`src/include/usb_crc16.svh`:
```
`ifndef USB_CRC16_SVH
`define USB_CRC16_SVH

// One byte of USB CRC16, register kept MSB-first
// Data bits enter LSB first, as they go out on the wire
function automatic logic [15:0] usb_crc16_next(input logic [7:0] data,
                                               input logic [15:0] crc_in);
  logic [15:0] poly;
  logic [15:0] crc;
  logic        fb;
  // Normal form of the reflected polynomial (8005 hex)
  poly = {<<{CRC16_POLY}};
  crc  = crc_in;
  for (int i = 0; i < 8; i++) begin
    fb  = crc[15] ^ data[i];
    crc = {crc[14:0], 1'b0};
    if (fb) begin
      crc = crc ^ poly;
    end
  end
  return crc;
endfunction

`endif

```
`src/hw/ulpi_tx_pkg.sv`:
```
package ulpi_tx_pkg;

  // Encoder states
  // INIT and REGW/RWAIT serve PHY setup before high speed
  // IDLE through DONE serve USB packets
  typedef enum logic [3:0] {
    INIT,
    REGW,
    RWAIT,
    IDLE,
    XPID,
    DATA,
    CRC0,
    CRC1,
    LAST,
    DONE
  } tx_state_e;

  // Upper two bits of a ULPI TX CMD byte
  typedef enum logic [1:0] {
    CMD_TRANSMIT = 2'b01,
    CMD_REGWRITE = 2'b10
  } ulpi_cmd_e;

  // CRC16 seed, all ones
  localparam logic [15:0] CRC16_INIT = 16'hFFFF;

  // USB CRC16 polynomial in reflected form
  localparam logic [15:0] CRC16_POLY = 16'hA001;

  // Packet identifier, low nibble of a PID byte
  typedef logic [3:0] usb_pid_t;

endpackage

```
`src/hw/ulpi_byte_if.sv`:
```
`timescale 1ns/1ps

// One byte on its way from the encoder to the ULPI output stage
interface ulpi_byte_if;

  logic       valid;
  logic       ready;
  // Marks the stop cycle, data is zero then
  logic       last;
  logic [7:0] data;

  // Encoder side
  modport src (
    output valid,
    output last,
    output data,
    input  ready
  );

  // Output skid side
  modport dst (
    input  valid,
    input  last,
    input  data,
    output ready
  );

endinterface

```
`src/hw/usb_crc16_gen.sv`:
```
`timescale 1ns/1ps

module usb_crc16_gen (
  input  logic        clock,
  input  logic        reset,
  input  logic        clear_i,
  input  logic        update_i,
  input  logic [7:0]  data_i,
  output logic [15:0] crc_o
);

  import ulpi_tx_pkg::*;

  `include "usb_crc16.svh"

  // Running CRC, MSB-first form
  logic [15:0] crc_q;

  // Reseeded between packets
  always_ff @(posedge clock) begin
    if (reset || clear_i) begin
      crc_q <= CRC16_INIT;
    end else if (update_i) begin
      crc_q <= usb_crc16_next(data_i, crc_q);
    end
  end

  // Wire order is LSB first
  // Reversed and inverted, so bit 0 of the low byte leads
  always_comb begin
    for (int i = 0; i < 16; i++) begin
      crc_o[i] = ~crc_q[15 - i];
    end
  end

endmodule

```
`src/hw/ulpi_tx_ctrl.sv`:
```
`timescale 1ns/1ps

module ulpi_tx_ctrl (
  input  logic                 clock,
  input  logic                 reset,
  input  logic                 high_speed_i,
  input  logic                 phy_write_i,
  input  logic [5:0]           phy_addr_i,
  input  logic [7:0]           phy_data_i,
  input  logic                 hsk_send_i,
  input  ulpi_tx_pkg::usb_pid_t hsk_pid_i,
  input  logic                 s_tvalid_i,
  input  logic                 s_tlast_i,
  input  logic [7:0]           s_tdata_i,
  input  ulpi_tx_pkg::usb_pid_t s_tuser_i,
  output logic                 s_tready_o,
  input  logic                 ulpi_dir_i,
  input  logic [15:0]          crc_i,
  output logic                 crc_clear_o,
  output logic                 crc_update_o,
  input  logic                 stop_done_i,
  output logic                 phy_done_o,
  output logic                 hsk_done_o,
  output logic                 usb_done_o,
  output logic                 usb_busy_o,
  ulpi_byte_if.src             byte_o
);

  import ulpi_tx_pkg::*;

  tx_state_e  state_q;
  tx_state_e  state_d;
  logic       dir_q;
  logic       hold;
  logic       xfer;
  logic       done_now;
  logic       start_reg;
  logic       start_pkt;
  // Kind of the transfer in flight
  logic       xfer_reg_q;
  logic       xfer_hsk_q;
  logic       usb_busy_q;
  logic       phy_done_q;
  logic       hsk_done_q;
  logic       usb_done_q;
  // Latched request payload
  logic [5:0] addr_q;
  logic [7:0] wdata_q;
  usb_pid_t   pid_q;

  // PHY owns the bus, plus one turnaround cycle
  assign hold      = ulpi_dir_i || dir_q;
  assign xfer      = byte_o.valid && byte_o.ready;
  assign done_now  = (state_q == DONE) && stop_done_i;
  assign start_reg = (state_q == INIT) && (state_d == REGW);
  assign start_pkt = (state_q == IDLE) && (state_d == XPID);

  // Stream only moves while payload bytes are taken
  assign s_tready_o   = byte_o.ready && high_speed_i && (state_q == DATA);
  assign crc_update_o = s_tvalid_i && s_tready_o;
  assign crc_clear_o  = (state_q == DONE);

  assign phy_done_o = phy_done_q;
  assign hsk_done_o = hsk_done_q;
  assign usb_done_o = usb_done_q;
  assign usb_busy_o = usb_busy_q;

  // Byte offered to the skid stage
  always_comb begin
    byte_o.valid = 1'b0;
    byte_o.last  = 1'b0;
    byte_o.data  = 8'h00;
    case (state_q)
      REGW: begin
        byte_o.valid = 1'b1;
        byte_o.data  = {CMD_REGWRITE, addr_q};
      end
      RWAIT: begin
        byte_o.valid = 1'b1;
        byte_o.data  = wdata_q;
      end
      XPID: begin
        byte_o.valid = 1'b1;
        byte_o.data  = {CMD_TRANSMIT, 2'b00, pid_q};
      end
      DATA: begin
        byte_o.valid = s_tvalid_i;
        byte_o.data  = s_tdata_i;
      end
      // CRC goes out low byte first
      CRC0: begin
        byte_o.valid = 1'b1;
        byte_o.data  = crc_i[7:0];
      end
      CRC1: begin
        byte_o.valid = 1'b1;
        byte_o.data  = crc_i[15:8];
      end
      // Stop cycle
      LAST: begin
        byte_o.valid = 1'b1;
        byte_o.last  = 1'b1;
      end
      default: begin
      end
    endcase
  end

  always_comb begin
    state_d = state_q;
    if (!hold) begin
      case (state_q)
        INIT:    state_d = high_speed_i ? IDLE : (phy_write_i ? REGW : INIT);
        REGW:    state_d = xfer ? RWAIT : REGW;
        RWAIT:   state_d = xfer ? LAST : RWAIT;
        // Handshake wins over stream data
        IDLE:    state_d = (hsk_send_i || s_tvalid_i) ? XPID : IDLE;
        XPID:    state_d = xfer ? (xfer_hsk_q ? LAST : DATA) : XPID;
        DATA:    state_d = (xfer && s_tlast_i) ? CRC0 : DATA;
        CRC0:    state_d = xfer ? CRC1 : CRC0;
        CRC1:    state_d = xfer ? LAST : CRC1;
        LAST:    state_d = xfer ? DONE : LAST;
        // Wait for the stop cycle to leave toward the PHY
        DONE:    state_d = stop_done_i ? (xfer_reg_q ? INIT : IDLE) : DONE;
        default: state_d = INIT;
      endcase
    end
  end

  always_ff @(posedge clock) begin
    if (reset) begin
      state_q    <= INIT;
      dir_q      <= 1'b0;
      xfer_reg_q <= 1'b0;
      xfer_hsk_q <= 1'b0;
      usb_busy_q <= 1'b0;
      phy_done_q <= 1'b0;
      hsk_done_q <= 1'b0;
      usb_done_q <= 1'b0;
    end else begin
      state_q    <= state_d;
      dir_q      <= ulpi_dir_i;
      phy_done_q <= done_now && xfer_reg_q;
      hsk_done_q <= done_now && xfer_hsk_q;
      usb_done_q <= done_now && !xfer_reg_q && !xfer_hsk_q;
      if (start_reg) begin
        xfer_reg_q <= 1'b1;
      end
      if (start_pkt) begin
        xfer_reg_q <= 1'b0;
        xfer_hsk_q <= hsk_send_i;
        usb_busy_q <= 1'b1;
      end
      if (done_now) begin
        usb_busy_q <= 1'b0;
      end
    end
  end

  // Request payload, captured when the request is taken
  always_ff @(posedge clock) begin
    if (start_reg) begin
      addr_q  <= phy_addr_i;
      wdata_q <= phy_data_i;
    end
    if (start_pkt) begin
      pid_q <= hsk_send_i ? hsk_pid_i : s_tuser_i;
    end
  end

  // Only one kind of transfer ends at a time
  a_one_done: assert property (@(posedge clock) disable iff (reset)
    $onehot0({phy_done_q, hsk_done_q, usb_done_q}));

endmodule

```
`src/hw/ulpi_out_skid.sv`:
```
`timescale 1ns/1ps

module ulpi_out_skid (
  input  logic       clock,
  input  logic       reset,
  ulpi_byte_if.dst   byte_i,
  input  logic       ulpi_dir_i,
  input  logic       ulpi_nxt_i,
  output logic [7:0] ulpi_data_o,
  output logic       ulpi_stp_o,
  output logic       stop_done_o
);

  // Head entry drives the ULPI bus
  logic       head_valid;
  logic       head_last;
  logic [7:0] head_data;
  // Overflow entry catches a byte offered as nxt drops
  logic       ovf_valid;
  logic       ovf_last;
  logic [7:0] ovf_data;
  logic       dir_q;
  logic       hold;
  logic       push;
  logic       pop;

  // Bus turnaround covers the cycle after dir too
  assign hold = ulpi_dir_i || dir_q;

  // Free while the overflow entry is empty
  assign byte_i.ready = !ovf_valid && !hold;
  assign push         = byte_i.valid && byte_i.ready;
  // Stop cycle leaves without nxt
  assign pop          = head_valid && !hold && (ulpi_nxt_i || head_last);

  assign ulpi_data_o = (head_valid && !hold) ? head_data : 8'h00;
  assign ulpi_stp_o  = head_valid && head_last && !hold;
  assign stop_done_o = pop && head_last;

  always_ff @(posedge clock) begin
    if (reset) begin
      dir_q      <= 1'b0;
      head_valid <= 1'b0;
      ovf_valid  <= 1'b0;
    end else begin
      dir_q <= ulpi_dir_i;
      if (pop) begin
        // Overflow moves up, else refill straight from the source
        if (ovf_valid) begin
          head_valid <= 1'b1;
          ovf_valid  <= 1'b0;
        end else begin
          head_valid <= push;
        end
      end else if (push) begin
        if (head_valid) begin
          ovf_valid <= 1'b1;
        end else begin
          head_valid <= 1'b1;
        end
      end
    end
  end

  always_ff @(posedge clock) begin
    if (pop && ovf_valid) begin
      head_last <= ovf_last;
      head_data <= ovf_data;
    end else if (push && (pop || !head_valid)) begin
      head_last <= byte_i.last;
      head_data <= byte_i.data;
    end
    // Stalled head, so park the new byte
    if (push && head_valid && !pop) begin
      ovf_last <= byte_i.last;
      ovf_data <= byte_i.data;
    end
  end

  // Overflow entry only ever sits behind a full head
  a_no_overrun: assert property (@(posedge clock) disable iff (reset)
    ovf_valid |-> head_valid);

endmodule

```
`src/hw/ulpi_tx_top.sv`:
```
`timescale 1ns/1ps

module ulpi_tx_top (
  input  logic                 clock,
  input  logic                 reset,
  input  logic                 high_speed_i,
  input  logic                 phy_write_i,
  input  logic [5:0]           phy_addr_i,
  input  logic [7:0]           phy_data_i,
  input  logic                 hsk_send_i,
  input  ulpi_tx_pkg::usb_pid_t hsk_pid_i,
  input  logic                 s_tvalid_i,
  input  logic                 s_tlast_i,
  input  logic [7:0]           s_tdata_i,
  input  ulpi_tx_pkg::usb_pid_t s_tuser_i,
  output logic                 s_tready_o,
  output logic                 phy_done_o,
  output logic                 hsk_done_o,
  output logic                 usb_done_o,
  output logic                 usb_busy_o,
  input  logic                 ulpi_dir_i,
  input  logic                 ulpi_nxt_i,
  output logic [7:0]           ulpi_data_o,
  output logic                 ulpi_stp_o
);

  logic [15:0] crc_w;
  logic        crc_clear_w;
  logic        crc_update_w;
  logic        stop_done_w;

  // Encoder to output stage
  ulpi_byte_if byte_bus ();

  ulpi_tx_ctrl ulpi_tx_ctrl_inst (
    .clock        (clock),
    .reset        (reset),
    .high_speed_i (high_speed_i),
    .phy_write_i  (phy_write_i),
    .phy_addr_i   (phy_addr_i),
    .phy_data_i   (phy_data_i),
    .hsk_send_i   (hsk_send_i),
    .hsk_pid_i    (hsk_pid_i),
    .s_tvalid_i   (s_tvalid_i),
    .s_tlast_i    (s_tlast_i),
    .s_tdata_i    (s_tdata_i),
    .s_tuser_i    (s_tuser_i),
    .s_tready_o   (s_tready_o),
    .ulpi_dir_i   (ulpi_dir_i),
    .crc_i        (crc_w),
    .crc_clear_o  (crc_clear_w),
    .crc_update_o (crc_update_w),
    .stop_done_i  (stop_done_w),
    .phy_done_o   (phy_done_o),
    .hsk_done_o   (hsk_done_o),
    .usb_done_o   (usb_done_o),
    .usb_busy_o   (usb_busy_o),
    .byte_o       (byte_bus.src)
  );

  // CRC sees the payload straight off the stream
  usb_crc16_gen usb_crc16_gen_inst (
    .clock    (clock),
    .reset    (reset),
    .clear_i  (crc_clear_w),
    .update_i (crc_update_w),
    .data_i   (s_tdata_i),
    .crc_o    (crc_w)
  );

  ulpi_out_skid ulpi_out_skid_inst (
    .clock       (clock),
    .reset       (reset),
    .byte_i      (byte_bus.dst),
    .ulpi_dir_i  (ulpi_dir_i),
    .ulpi_nxt_i  (ulpi_nxt_i),
    .ulpi_data_o (ulpi_data_o),
    .ulpi_stp_o  (ulpi_stp_o),
    .stop_done_o (stop_done_w)
  );

endmodule

```
`config.mk`:
```
export PLATFORM = sky130hd
export DESIGN_NAME = ulpi_tx_top
export DESIGN_NICKNAME = d
export VERILOG_FILES = /design/src/hw/ulpi_tx_pkg.sv /design/src/hw/ulpi_byte_if.sv /design/src/hw/usb_crc16_gen.sv /design/src/hw/ulpi_tx_ctrl.sv /design/src/hw/ulpi_out_skid.sv /design/src/hw/ulpi_tx_top.sv
export VERILOG_INCLUDE_DIRS = /design/src /design/src/include
export SDC_FILE = /design/constraint.sdc
export NUM_CORES = 1
export LEC_CHECK = 0
export ABC_CLOCK_PERIOD_IN_PS = 3400
export BUFFER_PORTS_ARGS = -buffer_cell sky130_fd_sc_hd__buf_4
export CAP_MARGIN = 5
export CORE_MARGIN = 2
export CORE_UTILIZATION = 43
export CTS_CLUSTER_SIZE = 16
export DETAILED_ROUTE_END_ITERATION = 7
export GPL_TIMING_DRIVEN = 0
export PLACE_DENSITY = 0.71
export SETUP_SLACK_MARGIN = 0.3
export SLEW_MARGIN = 20
export SYNTH_ARGS = -nofsm -noshare
export SYNTH_HDL_FRONTEND = slang
export SYNTH_HIERARCHICAL = 1
export SYNTH_SLANG_ARGS = --single-unit
```
`constraint.sdc`:
```
create_clock -name clock -period 3.4 [get_ports clock]
set_clock_uncertainty 0.1 [all_clocks]
set_input_delay 0.17 -clock clock [delete_from_list [all_inputs] [get_ports clock]]
set_output_delay 0.17 -clock clock [all_outputs]
set_load 0.01 [all_outputs]
```
# Word-level counts from Yosys, hierarchy flattened
# Index checks and enable logic that the tools add are counted.
# op_classes
eq_ne	11
mux	49
bitwise	32
reduce_logical	41
# ops
op	n
2-to-1 mux 16 bit	22
one-hot mux 8 bit (6 select lines)	1
one-hot mux 4 bit (10 select lines)	1
2-to-1 mux 4 bit	8
2-to-1 mux 8 bit	3
inverter 3 bit	8
logical AND 1 bit	22
== test 4 x 3 -> 1 bit (second input constant)	5
inverter 1 bit	16
2-to-1 mux 1 bit	9
== test 4 x 1 -> 1 bit (second input constant)	2
== test 4 x 2 -> 1 bit (second input constant)	2
== test 4 bit (second input constant)	2
XOR 1 bit	8
logical NOT 1 bit	6
2-to-1 mux 2 bit	3
OR reduction 2 bit	3
OR reduction 6 bit	1
logical OR 1 bit	5
logical NOT 4 bit	1
nonzero test 2 bit	2
2-to-1 mux 3 bit	1
one-hot mux 1 bit (2 select lines)	1
AND reduction 2 bit	1
# totals
reg_bits	65
inputBits	39
output_inout_bits	14
wordCells	151

# Logic depth before layout (Yosys ltp)
# Gate-level depths: netlist of the first run.
# depth
ltp_word	34
depth_mapped	9

# Modules after synthesis
# Netlist of the first run, hierarchy kept.
# modules_own_cells
module	n_inst	cells_each	area_per_inst_um2	seq_area_each_um2
ulpi_tx_ctrl	1	177	1749.2	760.7
ulpi_out_skid	1	57	884.6	600.6
usb_crc16_gen	1	99	835.8	320.3

# Worst setup path after synthesis of the first run
# OpenSTA, ideal clock, no wires.
# synth_timing
kind	reg2reg
start	register ulpi_tx_ctrl_inst.state_q[2]
end	register ulpi_out_skid_inst.head_data[0] (enable)
arrival_ps	2601
required_time_ps	2873
setup_slack_ps	273
stages_incl_launch_ff	7
path_buffers	1
synth_period_minus_slack_ps	3127
cell_sequence	dfxtp_1 -> buf_6 -> nor3b_1 -> o21ai_2 -> and3_2 -> mux2i_1 -> a2111oi_0
# synth_between
elab_chain_len	6
elab_cells_between_ends	12
# synth_lines
item	line	rtl
start: declaration	ulpi_tx_ctrl.sv:31	tx_state_e state_q;
start signal: assignment	ulpi_tx_ctrl.sv:141	state_q <= state_d;
== test 4 x 1 -> 1 bit, or another cell as far along	ulpi_tx_ctrl.sv:73	case (state_q)
OR reduction 6 bit (no source line)	-	
one-hot mux 1 bit (2 select lines) *	ulpi_tx_ctrl.sv:73	
via byte_bus.valid	ulpi_byte_if.sv:6	logic valid;
logical AND 1 bit *	ulpi_out_skid.sv:32	assign push = byte_i.valid && byte_i.ready;
logical AND 1 bit *	ulpi_out_skid.sv:69	end else if (push && (pop || !head_valid)) begin
nonzero test 2 bit (no source line) *	-	
end signal: assignment	ulpi_out_skid.sv:68	head_data <= ovf_data;
end signal: assignment	ulpi_out_skid.sv:71	head_data <= byte_i.data;
end: declaration	ulpi_out_skid.sv:17	logic [7:0] head_data;
# Mark *: on every way through the listed nets, which the timed path passes. The rest lies on a longest branch.
# A chain may end at the register's enable or synchronous reset.

# Worst setup path after layout of the first run
# layout_timing
start	register ulpi_out_skid_inst.ovf_valid
end	register ulpi_tx_ctrl_inst.addr_q[0] (enable)
# layout_between
elab_chain_len	9
elab_cells_between_ends	15
# layout_lines
item	line	rtl
start: declaration	ulpi_out_skid.sv:19	logic ovf_valid;
start signal: assignment	ulpi_out_skid.sv:44	ovf_valid <= 1'b0;
start signal: assignment	ulpi_out_skid.sv:51	ovf_valid <= 1'b0;
start signal: assignment	ulpi_out_skid.sv:57	ovf_valid <= 1'b1;
logical NOT 1 bit *	ulpi_out_skid.sv:31	assign byte_i.ready = !ovf_valid && !hold;
logical AND 1 bit *	ulpi_out_skid.sv:31	
via byte_bus.ready	ulpi_byte_if.sv:7	logic ready;
logical AND 1 bit *	ulpi_tx_ctrl.sv:53	assign xfer = byte_o.valid && byte_o.ready;
logical AND 1 bit	ulpi_tx_ctrl.sv:119	DATA: state_d = (xfer && s_tlast_i) ? CRC0 : DATA;
2-to-1 mux 2 bit	ulpi_tx_ctrl.sv:119	
one-hot mux 4 bit (10 select lines) *	ulpi_tx_ctrl.sv:112	case (state_q)
2-to-1 mux 4 bit *	ulpi_tx_ctrl.sv:111	if (!hold) begin
== test 4 x 1 -> 1 bit *	ulpi_tx_ctrl.sv:55	assign start_reg = (state_q == INIT) && (state_d == REGW);
logical AND 1 bit *	ulpi_tx_ctrl.sv:55	
via ulpi_tx_ctrl_inst.start_reg	ulpi_tx_ctrl.sv:37	logic start_reg;
end signal: assignment	ulpi_tx_ctrl.sv:163	addr_q <= phy_addr_i;
end: declaration	ulpi_tx_ctrl.sv:47	logic [5:0] addr_q;
# Marked as above.

==> results of run 1 <==
## registers in the layout (all words and copies together), names as in the netlist
signal	flops
ulpi_out_skid_inst/dir_q	1
ulpi_out_skid_inst/head_data	8
ulpi_out_skid_inst/head_last	1
ulpi_out_skid_inst/head_valid	1
ulpi_out_skid_inst/ovf_data	8
ulpi_out_skid_inst/ovf_last	1
ulpi_out_skid_inst/ovf_valid	1
ulpi_tx_ctrl_inst/addr_q	6
ulpi_tx_ctrl_inst/dir_q	1
ulpi_tx_ctrl_inst/hsk_done_o	1
ulpi_tx_ctrl_inst/phy_done_o	1
ulpi_tx_ctrl_inst/pid_q	4
ulpi_tx_ctrl_inst/state_q	4
ulpi_tx_ctrl_inst/usb_busy_o	1
ulpi_tx_ctrl_inst/usb_done_o	1
ulpi_tx_ctrl_inst/wdata_q	8
ulpi_tx_ctrl_inst/xfer_hsk_q	1
ulpi_tx_ctrl_inst/xfer_reg_q	1
usb_crc16_gen_inst/crc_q	16
## how the worst max path moves through the flow
stage               slack (ns)                         endpoint  cells after the start
floorplan                 0.68  ulpi_out_skid_inst/head_data[0]                      6
global placement          0.03     ulpi_tx_ctrl_inst/wdata_q[4]                      6
detailed placement        0.31     ulpi_tx_ctrl_inst/wdata_q[4]                      6
CTS                       0.30      ulpi_tx_ctrl_inst/addr_q[2]                      6
global route              0.40      ulpi_tx_ctrl_inst/addr_q[1]                      6
finish                    0.59      ulpi_tx_ctrl_inst/addr_q[0]                      6
## final cells by class
class,instances,area (um2)
clock inverters,6,115.1
flip-flops and latches,66,1682
repair buffers,68,545.5
plain buffers,20,103.9
well taps,102,127.6
multi-input cells,229,1635
clock buffers,10,127.6
fillers,675,3363
inverters,18,67.56
## metrics by stage
| step | area, um2 | util (%) | setup WS [ns] | std cells | total power [W] |
|---|---|---|---|---|---|
| floorplan | 3471 | - | 0.6843 | 333 | 0.001427 |
| global placement | 3989 | 51.35 | 0.03088 | 487 | 0.001598 |
| detailed placement | 4006 | 51.58 | 0.3088 | 488 | 0.001621 |
| CTS | 4399 | 56.64 | 0.3024 | 519 | 0.002425 |
| global route | 4404 | 56.70 | 0.4010 | 519 | 0.002530 |
| finish | 4404 | 56.70 | 0.5864 | 519 | 0.002416 |
## cells by family (layout without fill, tap and decap cells)
family	count (synthesis)	after routing	synth area share [%]
buffers and inverters	38	122	4.940
flip-flops	66	66	48.47
AO/OA/AOI/OAI	72	72	14.68
multiplexers	22	22	6.852
XOR/XNOR	21	21	6.383
AND/OR/NAND/NOR	114	114	18.68
## layout by cell type, fill, tap and decap left out, types with 8 or more instances in the layout
master	count
nand2_1	35
clkbuf_8	9
clkbuf_1	12
dfxtp_1	30
inv_1	18
dlygate4sd3_1	15
a21oi_1	9
edfxtp_1	36
mux2_2	13
mux2i_1	8
nor2_1	16
and2_1	12
o211ai_1	10
o21ai_0	8
buf_4	52
o21ai_1	8
xnor2_1	14
## worst register-to-register path: cells and delay by family, from the launching register on
kind / cells / cell delay, ns
compound gates: 4 / 1.26
buf+inv: 1 / 0.13
flops: 1 / 0.36
simple gates: 1 / 0.58
## layer usage
layer | global-route usage [%] | wire length (um)
met5 | 0 | 0
met4 | 9.179 | 202
met3 | 4.494 | 394
met2 | 30.00 | 3700
met1 | 24.92 | 3642
## power groups by stage
stage	registers, W	clock network, W	logic, W
finish	0.000979	0.000789	0.000648
global route	0.000986	0.000840	0.000704
CTS	0.000977	0.000805	0.000643
detailed placement	0.000995	0	0.000626
global placement	0.000994	0	0.000604
floorplan	0.000982	0	0.000445
==> results by group, run 1 <==
Critical path
  – Reg2reg path depth: 6
  – Crit path cell chain: nor3_2, inv_1, a31oi_1, a211o_1, o211ai_1, a211oi_4
  – FF-to-FF setup slack: 0.59 ns
  – CP delay by family, top: compound AO/OA/AOI/OAI gates
  – Worst path slowest cell: a211oi_4
  – Critical Path AT: 2.68 ns
  – Worst Path Required: 3.27 ns
  – Nature of the critical path endpoint: flop
  – Crit path from: ulpi_out_skid_inst/ovf_valid
  – R2r startpoint: ulpi_out_skid_inst/ovf_valid
  – Critical path buffer and inverter count: 1
  – Worst r2r dst: ulpi_tx_ctrl_inst/addr_q[0]
  – Crit start category: flop
  – Worst Setup Path Type: reg -> reg
  – Slowest stage delay, CP: 0.76 ns
  – Worst-path fanout max: 15

Power
  – Switching Share: 29.15%
  – Net Switching: 0.0007044 W
  – Static Leakage: 1.755 nW
  – P per Cell Area: 548.6 mW/mm2
  – Sequential power share: 40.5%
  – Comb pwr share: 26.8%
  – Internal: 0.001712 W
  – Clk pwr share: 32.7%
  – VDD IR max: 0.0003364 V

Synthesis
  – Async S/R FF share, synth: 0%
  – List of most frequent post-synthesis cells: edfxtp_1 (36), nand2_1 (35), dfxtp_1 (30)
  – Synth Net Count: 372
  – Register area share after synthesis: 48.47%
  – Cell accounting for the most synthesized area: edfxtp_1
  – Mapped Cells: 333
  – Avg Cell Area, Syn: 10.42 um2
  – Yosys reg bits: 66
  – Post-Syn Area: 0.003470 mm2
  – Post-synth EDFFs: 36
  – Top_reg_cell synth: edfxtp_1
  – Count of warnings emitted by yosys: 6
  – Largest cells by area after synthesis: edfxtp_1 (31%), dfxtp_1 (17%), mux2_2 (4.2%)
  – Post-synth top area share: 31.16%
  – Post-synth cell types: 61
  – Top-count cell post-synth: edfxtp_1

Worst hold path
  – Worst Hold Depth: 2
  – End of the worst hold path: ulpi_out_skid_inst/dir_q
  – Tightest Hold Check Type: in -> reg
  – Worst Min Path Start: ulpi_dir_i

Global routing
  – Largest net degree at the start of global routing: 16
  – Initial antenna violation count: 0
  – GRT Util Overall: 19.14%
  – First-pass GRT wire length: 12.88 mm
  – Vias in the first global route: 2677
  – Global route overflow: 0

STA
  – Slew headroom: 37.79%
  – F_max: 355.4 MHz
  – Setup violators final: 0
  – Post-Route Setup TNS: 0 ns
  – Final Hold Fails: 0
  – Actual slew at the worst max-slew pin: 0.9301 ns
  – Fin crit share: 82.75%
  – Min Tclk post-route: 2.814 ns
  – Final slew viol count: 0
  – Hold Slack: 0.03017 ns
  – RSZ-0062 raised after global routing: no

Routing
  – Total wire length: 7.941 mm
  – DR iter-0 viols: 189
  – Post-DRT Antenna Nets: 0
  – Initial DRT Pass Iterations: 5
  – Routed vias: 2809
  – Via density: 5.412
  – DR WL/cell: 15.30 um
  – DRC: 0

Status
  – Status: finished clean

CTS
  – # H-tree levels: 3
  – Clk sinks: 66
  – Num CTS Buffers: 9
  – Root buf cell: clkbuf_8
  – Post-CTS Setup Inserts: 0
  – CTS tree: built
  – Worst-Skew Late Latency: 0.34 ns
  – Clock-pin transition on the worst setup and hold timing paths: 0.07 ns
  – CTS Hold Bufs: 15
  – Clock tree buffer depth: 2
  – Resize count post-CTS: 0

Layout
  – Syn-to-layout area delta: 26.94%
  – Final #Nets: 451
  – ANT cells: 0
  – Layout cell share with drive strength beyond 1: 25.90%

Die
  – I/O pin count: 53
  – FP Rows: 32
  – Die Width: 93.83 um
  – Core Area: 0.007767 mm2
  – Height of the die: 93.83 um
  – Initial Utilization: 44.67%
  – Total Die Area: 0.008803 mm2

Placed design
  – Port Buffer Count: 52
  – GPL Wtd Cong: 0.9386
  – Post-DP HPWL: 5.784 mm

Job
  – Number of max-cap violations: 0
Note: power is estimated with default switching activity, not from simulation.
==> run 2, diff against run 1 <==
ABC_AREA = 1   (was unset)
ABC_CLOCK_PERIOD_IN_PS = 2900   (was 3400)
clock period = 2.9 ns   (was 3.4 ns; I/O delays follow)
==> run 2 against run 1 <==
Compared with the run above: cell count up 21%; via count up 8.5%; critical endpoint is now ulpi_tx_ctrl_inst/wdata_q[2]; die area up 1.5%; global-route usage up 1.3 points; combinational power down 51%; sequential power up 6%; critical path depth up 6; synthesized cell count up 29%; routed wire length up 4.9%.
==> results by group, run 2 <==
Status
  – Status: finished clean

Global routing
  – Global route overflow: 0
  – Initial antenna violation count: 0
  – First-pass GRT wire length: 14.05 mm
  – Vias in the first global route: 3081
  – Largest net degree at the start of global routing: 15
  – GRT Util Overall: 20.41%

Synthesis
  – Cell accounting for the most synthesized area: edfxtp_1
  – Avg Cell Area, Syn: 8.197 um2
  – Count of warnings emitted by yosys: 6
  – Top-count cell post-synth: nand2_1
  – Async S/R FF share, synth: 0%
  – Synth Area in Compound Gates: 10.69%
  – Largest family of logic cells by synthesized area: simple AND/OR/NAND/NOR gates
  – List of most frequent post-synthesis cells: nand2_1 (111), inv_1 (59), nand3_1 (39)
  – Post-synth EDFFs: 36
  – Post-synth cell types: 41
  – Yosys reg bits: 66
  – Adder-cell area share of the yosys netlist: 0%
  – Mapped Cells: 430
  – Largest cells by area after synthesis: edfxtp_1 (31%), dfxtp_1 (17%), nand2_1 (12%)
  – Top_reg_cell synth: edfxtp_1
  – Post-Syn Area: 0.003525 mm2
  – Simple logic cell fraction of the synthesized area: 28.93%
  – Synth Net Count: 469
  – Post-synthesis mux area share: 0%
  – Post-Synth XOR/XNOR Area: 3.514%
  – Post-synth top area share: 30.67%
  – Register area share after synthesis: 47.71%

Die
  – FP Rows: 33
  – Die Width: 94.54 um
  – Total Die Area: 0.008937 mm2
  – Core Area: 0.008093 mm2
  – I/O pin count: 53
  – Initial Utilization: 43.55%
  – Height of the die: 94.54 um

Critical path
  – Crit start category: flop
  – R2r startpoint: ulpi_tx_ctrl_inst/state_q[2]
  – FF-to-FF setup slack: 0.46 ns
  – Worst-path fanout max: 12
  – Crit path from: ulpi_tx_ctrl_inst/state_q[2]
  – Reg2reg path depth: 12
  – Worst Path Required: 2.91 ns
  – Critical Path AT: 2.45 ns
  – CP Capture Point: ulpi_tx_ctrl_inst/wdata_q[2]
  – Nature of the critical path endpoint: flop
  – Worst Setup Path Type: reg -> reg
  – Worst r2r dst: ulpi_tx_ctrl_inst/wdata_q[2]

Job
  – Number of max-cap violations: 0

STA
  – Post-Route Setup TNS: 0 ns
  – Actual slew at the worst max-slew pin: 0.6945 ns
  – Final Hold Fails: 0
  – F_max: 409.3 MHz
  – Final slew viol count: 0
  – Slew headroom: 53.53%
  – RSZ-0062 raised after global routing: no
  – Min Tclk post-route: 2.443 ns
  – Final Worst Setup Slack: 0.4571 ns
  – Fin crit share: 84.24%
  – Setup violators final: 0

Routing
  – DRC: 0
  – DR WL/cell: 13.23 um
  – Total wire length: 8.333 mm
  – Routed vias: 3047
  – Initial DRT Pass Iterations: 5
  – Via density: 4.837
  – Post-DRT Antenna Nets: 0
  – DR iter-0 viols: 253

Layout
  – Max FFs per register: 16
  – Final Instance Area: 0.004528 mm2
  – Final #Nets: 559
  – Final core occ: 55.95%
  – Most frequent cells in the layout: nand2_1 (111), inv_1 (58), buf_4 (56)
  – Biggest register: usb_crc16_gen_inst/crc_q
  – Layout cell share with drive strength beyond 1: 24.38%
  – ANT cells: 0
  – Syn-to-layout area delta: 28.47%
  – Commonest non-fill, non-tap cell in the layout: nand2_1

Power
  – Net Switching: 0.0005408 W
  – Clk pwr share: 35.1%
  – Static Leakage: 2.146 nW
  – Total power: 0.002096 W
  – Comb pwr share: 15.1%
  – P per Cell Area: 462.8 mW/mm2
  – Internal: 0.001555 W
  – Switching Share: 25.80%
  – Sequential power share: 49.8%
  – VDD IR max: 0.0002601 V

Placed design
  – GPL Wtd Cong: 0.8786
  – Post-DP HPWL: 6.038 mm
  – Placed cell area: 0.004046 mm2
  – Worst slack, placed: 0.1441 ns
  – Port Buffer Count: 52

CTS
  – CTS tree: built
  – Clock tree buffer depth: 2
  – Clk sinks: 66
  – # H-tree levels: 3
  – Root buf cell: clkbuf_8
  – Worst-Skew Late Latency: 0.34 ns
  – Num CTS Buffers: 9
  – Clock-pin transition on the worst setup and hold timing paths: 0.07 ns

Worst hold path
  – Tightest Hold Check Type: in -> reg
-- run 2: critical path, cell delays in order (launching register included) --
cell and delay, ns:
dfxtp_1 0.38, inv_2 0.14, nor2_2 0.05, buf_4 0.18, nand2_1 0.09, clkinv_1 0.31, nand2_1 0.16, nand3_1 0.09
o21bai_1 0.17, nand2_1 0.10, nand3_2 0.12, clkinvlp_4 0.14, buf_12 0.16
-- run 2: power by group through the flow --
stage	registers (W)	clock network, W	logic [W]
floorplan	0.00106	0	0.000171
global placement	0.00107	0	0.000264
detailed placement	0.00107	0	0.000267
CTS	0.00104	0.000749	0.000297
global route	0.00105	0.000791	0.000353
finish	0.00104	0.000736	0.000315
-- run 2: layer usage --
metal  up-vias  global-route usage (%)  wire length, um
li1       1584                       -                -
met1      1364                   25.86             3741
met2        86                   34.94             4072
met3        13                   3.192              384
met4         0                   8.092              134
met5         -                       0                0
-- run 2: timing repair --
action                                  CTS  global route
setup buffers                             0             2
hold endpoints to repair                 22             0
endpoints found under the setup margin   14            29
gates resized for setup                   1             6
hold buffers                             25             0
-- run 2: through the flow --
step,hold WS (ns),cells
floorplan,0.1161,430
finish,0.04958,630
global route,0.04115,630
detailed placement,0.2242,587
global placement,0.2230,587
CTS,0.02946,628
-- run 2: layout make-up --
class	count	area [um2]
sequential	66	1682
inverter	70	266.5
tap	105	131.4
buffer	10	61.31
timing repair buffer	79	668.1
clock inverter	6	57.56
clock buffer	10	127.6
fill	755	3565
multi-input combinational	284	1534
-- run 2: worst min path at each step --
| stage | startpoint | end | depth (start not counted) |
|---|---|---|---|
| after CTS | ulpi_dir_i | ulpi_out_skid_inst/ovf_valid | 4 |
| after detailed placement | phy_data_i[7] | ulpi_tx_ctrl_inst/wdata_q[7] | 1 |
| after global routing | ulpi_dir_i | ulpi_out_skid_inst/ovf_valid | 4 |
| after global placement | phy_data_i[4] | ulpi_tx_ctrl_inst/wdata_q[4] | 1 |
| final | ulpi_dir_i | ulpi_out_skid_inst/ovf_valid | 4 |
| after floorplan | reset | ulpi_out_skid_inst/dir_q | 1 |
-- run 2: kinds of logic (layout without fill, tap and decap cells) --
family	Yosys count	in the layout
and+or+nand+nor	219	219
buffers and inverters	80	175
DFF	66	66
AOI/OAI and AO/OA	56	56
xor gates and xnor gates	9	9
